**config.mk**
```make
export PLATFORM = sky130hd
export DESIGN_NAME = rvCore
export DESIGN_NICKNAME = d
export VERILOG_FILES = /design/src/hw/rvIsaPkg.sv /design/src/hw/corePkg.sv /design/src/hw/aluUnit.sv /design/src/hw/controlSequencer.sv /design/src/hw/immDecoder.sv /design/src/hw/programCounter.sv /design/src/hw/regBank.sv /design/src/hw/rvCore.sv
export SDC_FILE = /design/constraint.sdc
export NUM_CORES = 2
export LEC_CHECK = 0
export BUFFER_PORTS_ARGS = -buffer_cell sky130_fd_sc_hd__buf_2
export CAP_MARGIN = 20
export CORE_MARGIN = 1.5
export CORE_UTILIZATION = 54
export CTS_CLUSTER_DIAMETER = 80
export DETAILED_ROUTE_END_ITERATION = 6
export PLACE_DENSITY_LB_ADDON = 0.12
export SYNTH_ARGS = -nofsm -noshare
export SYNTH_HDL_FRONTEND = slang
export SYNTH_SLANG_ARGS = --single-unit
```
**constraint.sdc**
```tcl
create_clock -name clk -period 7.9 [get_ports clk]
set_clock_uncertainty 0.05 [all_clocks]
set_input_delay 0.395 -clock clk [delete_from_list [all_inputs] [get_ports clk]]
set_output_delay 0.395 -clock clk [all_outputs]
set_load 0.02 [all_outputs]
```
**src/hw/rvIsaPkg.sv**
```systemverilog
package rvIsaPkg;

  localparam int XLEN = 32;                  // Data and address width

  typedef logic [4:0] regIdxT;

  // Major opcodes of the supported RV32I subset
  typedef enum logic [6:0] {
    OpImm  = 7'b0010011,
    Op     = 7'b0110011,
    Branch = 7'b1100011,
    Lui    = 7'b0110111,
    Auipc  = 7'b0010111,
    Jal    = 7'b1101111,
    Jalr   = 7'b1100111,
    Load   = 7'b0000011,
    Store  = 7'b0100011
  } opcodeT;

  // funct3 for OP and OP-IMM
  localparam logic [2:0] F3AddSub = 3'b000;
  localparam logic [2:0] F3Sll    = 3'b001;
  localparam logic [2:0] F3Slt    = 3'b010;
  localparam logic [2:0] F3Sltu   = 3'b011;
  localparam logic [2:0] F3Xor    = 3'b100;
  localparam logic [2:0] F3SrlSra = 3'b101;
  localparam logic [2:0] F3Or     = 3'b110;
  localparam logic [2:0] F3And    = 3'b111;

  // funct3 for conditional branches
  localparam logic [2:0] F3Beq    = 3'b000;
  localparam logic [2:0] F3Bne    = 3'b001;
  localparam logic [2:0] F3Blt    = 3'b100;
  localparam logic [2:0] F3Bge    = 3'b101;
  localparam logic [2:0] F3Bltu   = 3'b110;
  localparam logic [2:0] F3Bgeu   = 3'b111;

  typedef enum logic [3:0] {
    Add, Sub, Sll, Slt, Sltu, Xor, Srl, Sra, Or, And,
    Eq, Ne, Ge, Geu                          // Branch compares, result in bit 0
  } aluOpT;

  typedef struct packed {
    logic [6:0] funct7;
    regIdxT     rs2;
    regIdxT     rs1;
    logic [2:0] funct3;
    regIdxT     rd;
    opcodeT     opcode;
  } rTypeT;

  typedef struct packed {
    logic [11:0] imm;
    regIdxT      rs1;
    logic [2:0]  funct3;
    regIdxT      rd;
    opcodeT      opcode;
  } iTypeT;

  typedef struct packed {
    logic [6:0] immHi;                       // imm[11:5]
    regIdxT     rs2;
    regIdxT     rs1;
    logic [2:0] funct3;
    logic [4:0] immLo;                       // imm[4:0]
    opcodeT     opcode;
  } sTypeT;

  typedef struct packed {
    logic       immSign;                     // imm[12]
    logic [5:0] immMid;                      // imm[10:5]
    regIdxT     rs2;
    regIdxT     rs1;
    logic [2:0] funct3;
    logic [3:0] immLow;                      // imm[4:1]
    logic       immBit11;
    opcodeT     opcode;
  } bTypeT;

  typedef struct packed {
    logic [19:0] imm;                        // imm[31:12]
    regIdxT      rd;
    opcodeT      opcode;
  } uTypeT;

  typedef struct packed {
    logic       immSign;                     // imm[20]
    logic [9:0] immLow;                      // imm[10:1]
    logic       immBit11;
    logic [7:0] immHigh;                     // imm[19:12]
    regIdxT     rd;
    opcodeT     opcode;
  } jTypeT;

  // One instruction word seen through each encoding format
  typedef union packed {
    rTypeT rType;
    iTypeT iType;
    sTypeT sType;
    bTypeT bType;
    uTypeT uType;
    jTypeT jType;
  } instrT;

endpackage
```
**src/hw/corePkg.sv**
```systemverilog
package corePkg;

  localparam logic [rvIsaPkg::XLEN-1:0] ResetAddress = 32'h0000_0000;
  localparam logic [rvIsaPkg::XLEN-1:0] TrapAddress  = 32'h05EF_0DE0;  // Misaligned access handler

  // Wishbone classic master side
  typedef struct packed {
    logic                        cyc;
    logic                        stb;
    logic                        we;         // 1 => write, 0 => read
    logic [rvIsaPkg::XLEN-3:0]   adr;        // Word address
    logic [rvIsaPkg::XLEN-1:0]   datW;
  } wbReqT;

  // Wishbone classic slave side
  typedef struct packed {
    logic                        ack;
    logic [rvIsaPkg::XLEN-1:0]   datR;
  } wbRspT;

  // Program counter control from the sequencer
  typedef struct packed {
    logic                        inc;        // PC += 4
    logic                        load;       // PC <= target, wins over inc
    logic [rvIsaPkg::XLEN-1:0]   target;
  } pcCtrlT;

  // Sequencer states, one instruction in flight
  typedef enum logic [3:0] {
    Fetch     = 4'h0,                        // Bus read at PC, ends on ack
    Decode    = 4'h1,
    ReadA     = 4'h2,                        // Latch first operand
    ReadB     = 4'h3,                        // Only for rs2 users
    Execute   = 4'h4,
    MemAccess = 4'h5,                        // lw/sw bus cycle
    WriteBack = 4'h6
  } seqStateT;

endpackage

```
**src/hw/aluUnit.sv**
```systemverilog
`timescale 1ns/100ps

module aluUnit (
  input  rvIsaPkg::aluOpT              aluOp,
  input  logic [rvIsaPkg::XLEN-1:0]    aluA,
  input  logic [rvIsaPkg::XLEN-1:0]    aluB,
  output logic [rvIsaPkg::XLEN-1:0]    aluResult
);

  import rvIsaPkg::*;

  logic [4:0] shamt;
  logic       cmpBit;

  assign shamt = aluB[4:0];                  // Only low five bits shift

  // Compare results used for slt and for branch decisions
  always_comb
  begin
    case (aluOp)
      Slt:     cmpBit = $signed(aluA) < $signed(aluB);
      Sltu:    cmpBit = aluA < aluB;
      Eq:      cmpBit = aluA == aluB;
      Ne:      cmpBit = aluA != aluB;
      Ge:      cmpBit = $signed(aluA) >= $signed(aluB);
      Geu:     cmpBit = aluA >= aluB;
      default: cmpBit = 1'b0;
    endcase
  end

  always_comb
  begin
    case (aluOp)
      Add:     aluResult = aluA + aluB;
      Sub:     aluResult = aluA - aluB;
      Sll:     aluResult = aluA << shamt;
      Xor:     aluResult = aluA ^ aluB;
      Srl:     aluResult = aluA >> shamt;
      Sra:     aluResult = $signed(aluA) >>> shamt;
      Or:      aluResult = aluA | aluB;
      And:     aluResult = aluA & aluB;
      default: aluResult = {{(XLEN-1){1'b0}}, cmpBit};  // Compares land in bit 0
    endcase
  end

endmodule

```
**src/hw/controlSequencer.sv**
```systemverilog
`timescale 1ns/100ps

module controlSequencer (
  input  logic                         clk,
  input  logic                         reset,
  output corePkg::wbReqT               busReq,
  input  corePkg::wbRspT               busRsp,
  input  logic [rvIsaPkg::XLEN-1:0]    pc,
  output corePkg::pcCtrlT              pcCtrl,
  output rvIsaPkg::instrT              instr,
  input  logic [rvIsaPkg::XLEN-1:0]    imm,
  output rvIsaPkg::regIdxT             rs1Idx,
  output rvIsaPkg::regIdxT             rs2Idx,
  output rvIsaPkg::regIdxT             rdIdx,
  input  logic [rvIsaPkg::XLEN-1:0]    rs1Data,
  input  logic [rvIsaPkg::XLEN-1:0]    rs2Data,
  output logic                         wrEn,
  output logic [rvIsaPkg::XLEN-1:0]    wrData,
  output rvIsaPkg::aluOpT              aluOp,
  output logic [rvIsaPkg::XLEN-1:0]    aluA,
  output logic [rvIsaPkg::XLEN-1:0]    aluB,
  input  logic [rvIsaPkg::XLEN-1:0]    aluResult
);

  import rvIsaPkg::*;
  import corePkg::*;

  seqStateT        state;
  opcodeT          opcode;
  logic [2:0]      funct3;
  logic [XLEN-1:0] instrPc;                  // Address of the instruction in flight
  logic [XLEN-1:0] storeData;
  logic [XLEN-1:0] wbData;
  logic [XLEN-1:0] pcTarget;
  logic            wbEn;
  logic            pcLoad;
  logic            usesRs2;
  logic            misaligned;

  // Shared ALU selection for OP and OP-IMM
  function automatic aluOpT arithOp(input logic [2:0] f3, input logic subSel,
                                    input logic sraSel);
    aluOpT op;
    case (f3)
      F3AddSub: op = subSel ? Sub : Add;
      F3Sll:    op = Sll;
      F3Slt:    op = Slt;
      F3Sltu:   op = Sltu;
      F3Xor:    op = Xor;
      F3SrlSra: op = sraSel ? Sra : Srl;
      F3Or:     op = Or;
      F3And:    op = And;
      default:  op = Add;
    endcase
    return op;
  endfunction

  assign opcode     = instr.rType.opcode;
  assign funct3     = instr.rType.funct3;
  assign rs1Idx     = instr.rType.rs1;
  assign rs2Idx     = instr.rType.rs2;
  assign usesRs2    = (opcode == Op) || (opcode == Branch) || (opcode == Store);
  assign misaligned = aluResult[1:0] != 2'b00;  // Word accesses only

  assign wrEn   = (state == WriteBack) && wbEn;
  assign wrData = wbData;
  assign pcCtrl = '{inc:    (state == Fetch) && busReq.cyc && busRsp.ack,
                    load:   (state == WriteBack) && pcLoad,
                    target: pcTarget};

  always_ff @(posedge clk)
  begin
    if (reset)
    begin
      state      <= Fetch;
      busReq.cyc <= 1'b0;
      busReq.stb <= 1'b0;
      busReq.we  <= 1'b0;
    end
    else
    begin
      case (state)
        Fetch:
        begin
          if (!busReq.cyc)
          begin
            busReq.cyc <= 1'b1;
            busReq.stb <= 1'b1;
            busReq.we  <= 1'b0;
            busReq.adr <= pc[XLEN-1:2];
          end
          else if (busRsp.ack)               // PC increments on this same edge
          begin
            busReq.cyc <= 1'b0;
            busReq.stb <= 1'b0;
            instr      <= busRsp.datR;
            instrPc    <= pc;
            state      <= Decode;
          end
        end
        Decode:
        begin
          case (opcode)
            OpImm:  aluOp <= arithOp(funct3, 1'b0, imm[10]);
            Op:     aluOp <= arithOp(funct3, instr.rType.funct7[5], instr.rType.funct7[5]);
            Branch:
            begin
              case (funct3)
                F3Bne:   aluOp <= Ne;
                F3Blt:   aluOp <= Slt;
                F3Bge:   aluOp <= Ge;
                F3Bltu:  aluOp <= Sltu;
                F3Bgeu:  aluOp <= Geu;
                F3Beq:   aluOp <= Eq;
                default: aluOp <= Eq;
              endcase
            end
            default: aluOp <= Add;           // Address and PC-relative sums
          endcase
          if (opcode == OpImm && (funct3 == F3Sll || funct3 == F3SrlSra))
            aluB <= {27'b0, imm[4:0]};       // Shift amount only
          else
            aluB <= imm;
          state <= ReadA;
        end
        ReadA:
        begin
          if (opcode == Auipc || opcode == Jal)
            aluA <= instrPc;
          else if (opcode == Lui)
            aluA <= '0;
          else
            aluA <= rs1Data;
          state <= usesRs2 ? ReadB : Execute;
        end
        ReadB:
        begin
          if (opcode == Store)
            storeData <= rs2Data;            // ALU still needs imm for the address
          else
            aluB <= rs2Data;
          state <= Execute;
        end
        Execute:
        begin
          rdIdx    <= instr.rType.rd;
          wbData   <= aluResult;
          wbEn     <= 1'b0;
          pcLoad   <= 1'b0;
          pcTarget <= aluResult;
          state    <= WriteBack;
          case (opcode)
            OpImm, Op, Lui, Auipc: wbEn <= 1'b1;
            Branch:
            begin
              pcLoad   <= aluResult[0];      // Branch decision
              pcTarget <= instrPc + imm;
            end
            Jal:
            begin
              wbEn   <= 1'b1;
              wbData <= pc;                  // Already instrPc + 4
              pcLoad <= 1'b1;
            end
            Jalr:
            begin
              wbEn     <= 1'b1;
              wbData   <= pc;
              pcLoad   <= 1'b1;
              pcTarget <= {aluResult[XLEN-1:1], 1'b0};
            end
            Load, Store:
            begin
              if (misaligned)                // Trap, no bus cycle
              begin
                wbEn     <= 1'b1;
                rdIdx    <= 5'd1;
                wbData   <= instrPc;
                pcLoad   <= 1'b1;
                pcTarget <= TrapAddress;
              end
              else
              begin
                busReq.cyc  <= 1'b1;
                busReq.stb  <= 1'b1;
                busReq.we   <= opcode == Store;
                busReq.adr  <= aluResult[XLEN-1:2];
                busReq.datW <= storeData;
                wbEn        <= opcode == Load;
                state       <= MemAccess;
              end
            end
            default: wbEn <= 1'b0;           // Unknown opcode retires as a no-op
          endcase
        end
        MemAccess:
        begin
          if (busRsp.ack)
          begin
            busReq.cyc <= 1'b0;
            busReq.stb <= 1'b0;
            busReq.we  <= 1'b0;
            wbData     <= busRsp.datR;       // Ignored for sw
            state      <= WriteBack;
          end
        end
        WriteBack: state <= Fetch;
        default:   state <= Fetch;
      endcase
    end
  end

endmodule

```
**src/hw/immDecoder.sv**
```systemverilog
`timescale 1ns/100ps

module immDecoder (
  input  rvIsaPkg::instrT              instr,
  output logic [rvIsaPkg::XLEN-1:0]    imm
);

  import rvIsaPkg::*;

  always_comb
  begin
    case (instr.rType.opcode)
      OpImm, Jalr, Load:                     // I format
        imm = {{20{instr.iType.imm[11]}}, instr.iType.imm};
      Store:                                 // S format
        imm = {{20{instr.sType.immHi[6]}}, instr.sType.immHi, instr.sType.immLo};
      Branch:                                // B format, always even
        imm = {{19{instr.bType.immSign}}, instr.bType.immSign, instr.bType.immBit11,
               instr.bType.immMid, instr.bType.immLow, 1'b0};
      Lui, Auipc:                            // U format
        imm = {instr.uType.imm, 12'b0};
      Jal:                                   // J format
        imm = {{11{instr.jType.immSign}}, instr.jType.immSign, instr.jType.immHigh,
               instr.jType.immBit11, instr.jType.immLow, 1'b0};
      default:
        imm = '0;
    endcase
  end

endmodule

```
**src/hw/programCounter.sv**
```systemverilog
`timescale 1ns/100ps

module programCounter (
  input  logic                         clk,
  input  logic                         reset,
  input  corePkg::pcCtrlT              pcCtrl,
  output logic [rvIsaPkg::XLEN-1:0]    pc
);

  import corePkg::*;

  always_ff @(posedge clk)
  begin
    if (reset)
      pc <= ResetAddress;
    else if (pcCtrl.load)                    // Jumps, taken branches, trap
      pc <= pcCtrl.target;
    else if (pcCtrl.inc)                     // Sequential fetch
      pc <= pc + 32'd4;
  end

endmodule

```
**src/hw/regBank.sv**
```systemverilog
`timescale 1ns/100ps

module regBank (
  input  logic                         clk,
  input  rvIsaPkg::regIdxT             rs1Idx,
  input  rvIsaPkg::regIdxT             rs2Idx,
  input  rvIsaPkg::regIdxT             rdIdx,
  input  logic                         wrEn,
  input  logic [rvIsaPkg::XLEN-1:0]    wrData,
  output logic [rvIsaPkg::XLEN-1:0]    rs1Data,
  output logic [rvIsaPkg::XLEN-1:0]    rs2Data
);

  import rvIsaPkg::*;

  logic [XLEN-1:0] regs [1:31];              // x0 has no storage

  always_ff @(posedge clk)
  begin
    if (wrEn && (rdIdx != 5'd0))
      regs[rdIdx] <= wrData;
  end

  // Asynchronous reads, x0 hardwired to zero
  assign rs1Data = (rs1Idx == 5'd0) ? '0 : regs[rs1Idx];
  assign rs2Data = (rs2Idx == 5'd0) ? '0 : regs[rs2Idx];

endmodule

```
**src/hw/rvCore.sv**
```systemverilog
`timescale 1ns/100ps

module rvCore (
  input  logic            clk,
  input  logic            reset,
  output corePkg::wbReqT  busReq,
  input  corePkg::wbRspT  busRsp
);

  import rvIsaPkg::*;
  import corePkg::*;

  logic [XLEN-1:0] pc;
  pcCtrlT          pcCtrl;
  instrT           instr;
  logic [XLEN-1:0] imm;
  regIdxT          rs1Idx;
  regIdxT          rs2Idx;
  regIdxT          rdIdx;
  logic [XLEN-1:0] rs1Data;
  logic [XLEN-1:0] rs2Data;
  logic            wrEn;
  logic [XLEN-1:0] wrData;
  aluOpT           aluOp;
  logic [XLEN-1:0] aluA;
  logic [XLEN-1:0] aluB;
  logic [XLEN-1:0] aluResult;

  controlSequencer u_sequencer (
    .clk(clk), .reset(reset),
    .busReq(busReq), .busRsp(busRsp),
    .pc(pc), .pcCtrl(pcCtrl),
    .instr(instr), .imm(imm),
    .rs1Idx(rs1Idx), .rs2Idx(rs2Idx), .rdIdx(rdIdx),
    .rs1Data(rs1Data), .rs2Data(rs2Data),
    .wrEn(wrEn), .wrData(wrData),
    .aluOp(aluOp), .aluA(aluA), .aluB(aluB), .aluResult(aluResult)
  );

  programCounter u_programCounter (
    .clk(clk), .reset(reset), .pcCtrl(pcCtrl), .pc(pc)
  );

  regBank u_regBank (
    .clk(clk),
    .rs1Idx(rs1Idx), .rs2Idx(rs2Idx), .rdIdx(rdIdx),
    .wrEn(wrEn), .wrData(wrData),
    .rs1Data(rs1Data), .rs2Data(rs2Data)
  );

  aluUnit u_aluUnit (
    .aluOp(aluOp), .aluA(aluA), .aluB(aluB), .aluResult(aluResult)
  );

  immDecoder u_immDecoder (
    .instr(instr), .imm(imm)
  );

endmodule

```
# Yosys cells after proc, flatten, opt, wreduce, memory -nomap -nowiden
# Memories as Yosys holds them, arrays and structs flattened. A register that Yosys moved wholly into a read port is not among the register bits.
# Index checks and enable logic that the tools add are counted.
[totals]
romBits = 0
latch_bits = 0
inputBits = 35
mem_count = 1
regBits = 336
ramBits = 992
elab_cells = 170
[classes]
n_addsub = 4
n_div = 0
n_eq_ne = 45
muxes = 50
n_reduce_logical = 40
bitwise_logic = 5
mul = 0
shifts = 3
order_cmp = 4
[memory_table]
columns = ["name", "words", "width", "read_ports", "rd_ports_with_merged_regs", "write_ports", "line", "source"]
rows = [
  ["u_regBank.regs", 31, 32, 2, 2, 1, "regBank.sv:16", "logic [XLEN-1:0] regs [1:31];"],
]
[op_table]
columns = ["cell", "n"]
rows = [
  ["$mux W32", 11],
  ["$pmux W32 S8", 1],
  ["$pmux W32 S2", 3],
  ["$pmux W32 S5", 1],
  ["$mux W65", 2],
  ["$pmux W32 S3", 1],
  ["$add A32 B32 Y32", 2],
  ["$ge A32 B32 Y1", 2],
  ["$lt A32 B32 Y1", 2],
  ["$pmux W4 S8", 2],
  ["$pmux W30 S2", 1],
  ["$add A32 B3 Y32 const B", 1],
  ["$and A32 B32 Y32", 1],
  ["$eq A32 B32 Y1", 1],
  ["$ne A32 B32 Y1", 1],
  ["$or A32 B32 Y32", 1],
  ["$shl A32 B5 Y32", 1],
  ["$shr A32 B5 Y32", 1],
  ["$sshr A32 B5 Y32", 1],
  ["$sub A32 B32 Y32", 1],
  ["$xor A32 B32 Y32", 1],
  ["$mux W31", 1],
  ["$eq A4 B3 Y1 const B", 7],
  ["$eq A4 B4 Y1 const B", 6],
  ["other kinds (40)", 99],
]

# Depth between registers and ports, before layout
[depth]
word_depth = 7
depth_mapped = 19
mapped_depth_nobuf = 17

# By module
# From an unflattened synthesis, not the netlist that was laid out.
[hier_totals]
cells_unflattened = 5524
hier_area_um2 = 70563.9
[modules_own_cells]
columns = ["mod", "seq_area_each_um2", "area_per_inst_um2", "cells_per_inst", "instances"]
rows = [
  ["regBank", 29788.6, 46076.7, 2856, 1],
  ["controlSequencer", 9038.7, 13701.9, 1094, 1],
  ["aluUnit", 0.0, 8310.5, 1267, 1],
  ["programCounter", 640.6, 1893.1, 234, 1],
  ["immDecoder", 0.0, 581.8, 73, 1],
]

# Least setup slack after synthesis
# Ideal clock, no wire load.
[synth_timing]
path_type = "register to register"
from = "register u_sequencer.aluB[2] (netlist name)"
to = "register, netlist name u_sequencer.busReq[0]"
path_buffers = 6
path_stages_with_launch = 17
slack_ns = 1.066
setup_ns = 0.461
arrival_ns = 6.323
required_ns = 7.389
cell_sequence = "edfxtp_1 buf_2 clkinv_1 buf_1 buf_1 clkbuf_1 ha_1 buf_2 nor3b_1 o31ai_1 a21oi_1 a211oi_1 o211ai_1 a31oi_4 nand2_2 buf_2 nor3_1"
[synth_via]
elab_chain_len = 6
elab_cells_between_ends = 14
classes_between = "4 x order compare; 2 x eq/ne; 3 x shift; 2 x mux; 1 x bitwise; 2 x reduce/logical"
[synth_lines]
columns = ["element", "line", "source"]
rows = [
  ["start, declared", "controlSequencer.sv:21", "output logic [rvIsaPkg::XLEN-1:0] aluB,"],
  ["start signal, assigned", "controlSequencer.sv:121", "aluB <= {27'b0, imm[4:0]};"],
  ["start signal, assigned", "controlSequencer.sv:123", "aluB <= imm;"],
  ["start signal, assigned", "controlSequencer.sv:141", "aluB <= rs2Data;"],
  ["$ge A32 B32 Y1, or another cell as far along", "aluUnit.sv:26", "Geu: cmpBit = aluA >= aluB;"],
  ["$pmux W1 S6", "aluUnit.sv:20", "case (aluOp)"],
  ["$pmux W32 S8 *", "aluUnit.sv:33", "case (aluOp)"],
  ["$reduce_bool A2 Y1 *", "controlSequencer.sv:63", "assign misaligned = aluResult[1:0] != 2'b00;"],
  ["$not A1 Y1 (no line) *", "n/a", ""],
  ["$reduce_and A4 Y1 (no line) *", "n/a", ""],
]
# Mark *: on every way between the ends. The rest lies on a longest branch, timed or not.
# A chain may end at the register's enable or synchronous reset.

# Worst setup path after layout
[layout_timing]
from = "register u_sequencer.aluB[4] (netlist name)"
to = "register u_sequencer.pcTarget[24], data pin"
[layout_via]
elab_chain_len = 6
elab_cells_between_ends = 16
classes_between = "2 x add/sub; 4 x order compare; 2 x eq/ne; 3 x shift; 4 x mux; 1 x reduce/logical"
[layout_lines]
columns = ["element", "line", "source"]
rows = [
  ["$ge A32 B32 Y1, or another cell as far along", "aluUnit.sv:26", ""],
  ["$pmux W1 S6", "aluUnit.sv:20", ""],
  ["$pmux W32 S8 *", "aluUnit.sv:33", ""],
  ["$reduce_bool A2 Y1", "controlSequencer.sv:63", ""],
  ["$mux W32", "controlSequencer.sv:174", "if (misaligned)"],
  ["$pmux W32 S3 *", "controlSequencer.sv:152", "case (opcode)"],
  ["end signal, assigned", "controlSequencer.sv:150", "pcTarget <= aluResult;"],
  ["end signal, assigned", "controlSequencer.sv:157", "pcTarget <= instrPc + imm;"],
  ["end signal, assigned", "controlSequencer.sv:180", "pcTarget <= TrapAddress;"],
  ["end, declared", "controlSequencer.sv:34", "logic [XLEN-1:0] pcTarget;"],
]
# Marks and branches as above.

==> impl_metrics.csv <==
group,metric,value,unit
global_route,grt_max_degree,123,
placement,place_hpwl,171000,microns
logic_synthesis,synth_edf_count,1289,
global_route,antenna_found_initial,15,
timing,worst_pin_slew,1.28,ns
routing,num_vias,48129,
timing,setup_violations,0,
outcome,status,"finished, final reports clean",
cts,clockBufferDepth,3,
logic_synthesis,synthTopCellsByArea,"edfxtp_1 (55%), mux4_2 (20%), mux2i_1 (2.4%)",
timing,max_clock_freq,181,MHz
timing,setup-tns-final,0,ns
floorplan,pin_count,100,
critical_path,cp-end-kind,"register",
logic_synthesis,syn-num-nets,4842,
cts,post-cts-setup-buffers,0,
logic_synthesis,synth_top_area_cell,"edfxtp_1",
final_layout,drive_above_1_share,25.4,%
floorplan,die_y,364,microns
logic_synthesis,synth_top_area_share,55.0,%
logic_synthesis,ys_types,83,
final_layout,fillCellCount,9781,
critical_path,worst-path-max-fanout,32,
global_route,grt_pass1_wl,355000,microns
routing,avgRoutedWirePerCell,38.3,microns
pwr,power,16.2,mW
placement,place_area,73600,sq um
cts,root_buffer,"clkbuf_16",
floorplan,core_area,129000,sq um
routing,drt_first_iter_violations,7639,
pwr,ir_worst_vdd,0.233,mV
final_layout,final_area,79000,sq um
final_layout,fin_cells,6656,
critical_path,critPathLaunchType,"register",
timing,drv_slew,0,
placement,gp_congestion,1.08,
floorplan,die_area,133000,sq um
routing,drc,0,
logic_synthesis,yosysSeqAreaShare,56.3,%
global_route,first_global_vias,45837,
cts,cts.sinks,1337,
final_layout,fin_nets,4964,
cts,numCtsBuffers,145,
routing,drtPass1Iterations,6,
final_layout,area.growth.synth_to_final,12.2,%
timing,rsz0062_at_grt,"false",
critical_path,critPathKind,"reg2reg",
timing,finalCritPeriodShare,69.9,%
pwr,p_leak,26.4,nW
logic_synthesis,synth_area,70400,sq um
global_route,track_usage,38.8,%
flow_run,maxCapViolCount,0,
final_layout,layout_commonest_cell,"edfxtp_1",
logic_synthesis,syn_inst,4675,
cts,htree_levels,4,
logic_synthesis,synth_seq_cells,1337,
cts,clk_pin_slew,0.06,ns
cts,clk_latency,0.80,ns
logic_synthesis,ys_warn_count,0,
routing,viasPerCell,7.23,
floorplan,core.rowCount,132,
placement,io_buffer_count,99,
logic_synthesis,postSynth.asyncResetShare,0,%
critical_path,cp.required,8.39,ns
final_layout,layout_common_cells,"edfxtp_1 (1289), mux4_2 (636), nor2_1 (326)",
timing,slew_headroom,14.1,%
critical_path,arrival,6.02,ns
global_route,grt-ovfl-total,0,
routing,ant_nets,0,
floorplan,die_x,364,microns
floorplan,start_util,54.4,%
cts,cts_tree,"yes",
routing,routed_wl,255000,microns
logic_synthesis,synth-main-ff-cell,"edfxtp_1",
hold_path,hold_path_class,"in2reg",
pwr,power_density,204,nW/um^2
timing,final_hold_viol_count,0,
timing,min_period,5.53,ns
logic_synthesis,avgSynthCellArea,15.1,sq um
placement,dp_cells,6348,
==> stage by stage <==
stage | setup slack [ns] | hold WS (ns) | utilization [%]
final | 2.37 | 0.194 | 61.0
after global routing | 2.18 | 0.178 | 61.0
after CTS | 2.51 | 0.136 | 60.8
after detailed placement | 2.50 | 0.355 | 56.9
after global placement | 2.39 | 0.351 | 56.8
after floorplan | 1.07 | 0.350 | -
==> metal layers <==
layer  global-route usage (%)  vias to the layer above  part of all wire (%)
met3                     9.39                      554                    12
met4                     18.4                        6                   5.5
met5                        0                        -                 0.018
met2                     57.8                     3294                    45
met1                     54.2                    24902                    38
li1                         -                    19373                     -
==> critical path, stage by stage (launching register included) <==
cell and delay (ns):
edfxtp_1 0.33, buf_4 0.35, clkinv_1 0.44, buf_4 0.32, ha_1 0.40, nor4_1 0.53
nand4_1 0.29, o21a_1 0.25, nor3_1 0.25, o2111ai_1 0.26, a31oi_4 0.48, nand2b_1 0.88
o21ai_0 0.21, a21o_1 0.21
==> registers in the layout (all words and copies together) (netlist names), named ones only <==
register               flops
u_sequencer.pcLoad         1
u_sequencer.pcTarget      32
u_sequencer.instr         32
u_sequencer.aluB          32
u_sequencer.aluA          32
u_sequencer.storeData     32
u_programCounter.pc       32
u_regBank.regs           992
u_sequencer.wrData        32
u_sequencer.wbEn           1
u_sequencer.aluOp          4
u_sequencer.instrPc       32
u_sequencer.busReq        65
u_sequencer.rdIdx          5
u_sequencer.state          3
==> power breakdown <==
part / internal (mW) / total (mW) / switching (mW)
clock network: 3.92 / 6.84 / 2.92
registers: 7.75 / 7.84 / 0.0903
logic: 0.615 / 1.48 / 0.862
==> worst paths after layout <==
kind	from	to	slack (ns)	depth (start not counted)
worst max-delay path	u_sequencer.aluB[4]	u_sequencer.pcTarget[24]	2.37	13
worst min register to register	u_sequencer.storeData[22]	u_sequencer.busReq[22]	0.36	0
worst max register to register	u_sequencer.aluB[4]	u_sequencer.pcTarget[24]	2.37	13
worst min-delay path	reset	u_sequencer.state[2]	0.19	3
==> timing repair <==
action,in CTS,in global routing
gates resized for setup,0,0
endpoints found under the setup margin,0,0
endpoints found under the hold margin,68,0
hold buffers,33,0
==> synthesized netlist by cell type (all sizes together), types with 48 or more instances <==
| cell | n |
|---|---|
| edfxtp | 1289 |
| mux4 | 636 |
| nor2 | 364 |
| clkbuf | 237 |
| a21oi | 234 |
| nand2 | 231 |
| o21ai | 196 |
| mux2i | 172 |
| ha | 129 |
| inv | 116 |
| buf | 100 |
| a211oi | 81 |
| nor3 | 66 |
| nand3 | 61 |
| a221oi | 50 |
| a22o | 48 |
| dfxtp | 48 |
==> area by class of cell <==
| class | count | area, sq um | share of cell area, % |
|---|---|---|---|
| Antenna cell | 5 | 12.5 | 0.0158 |
| Tap cell | 1742 | 2180 | 2.76 |
| Inverter | 119 | 447 | 0.565 |
| Multi-Input combinational cell | 2882 | 29400 | 37.2 |
| Clock buffer | 179 | 3840 | 4.86 |
| Sequential cell | 1337 | 39700 | 50.3 |
| Timing Repair Buffer | 312 | 2530 | 3.20 |
| Clock inverter | 80 | 915 | 1.16 |
==> kinds of logic (layout without fill, tap and decap cells) <==
logic type | count (synthesis) | after routing | synth area share [%]
XOR/XNOR | 54 | 54 | 0.672
multiplexers | 841 | 841 | 23.3
buffers and inverters | 456 | 690 | 2.49
AO/OA/AOI/OAI | 926 | 926 | 8.79
flip-flops | 1337 | 1337 | 56.3
other | 0 | 5 | 0
adder cells (fa/ha/maj) | 132 | 132 | 2.38
AND/OR/NAND/NOR | 929 | 929 | 6.02
(Power assumes the default switching activity.)
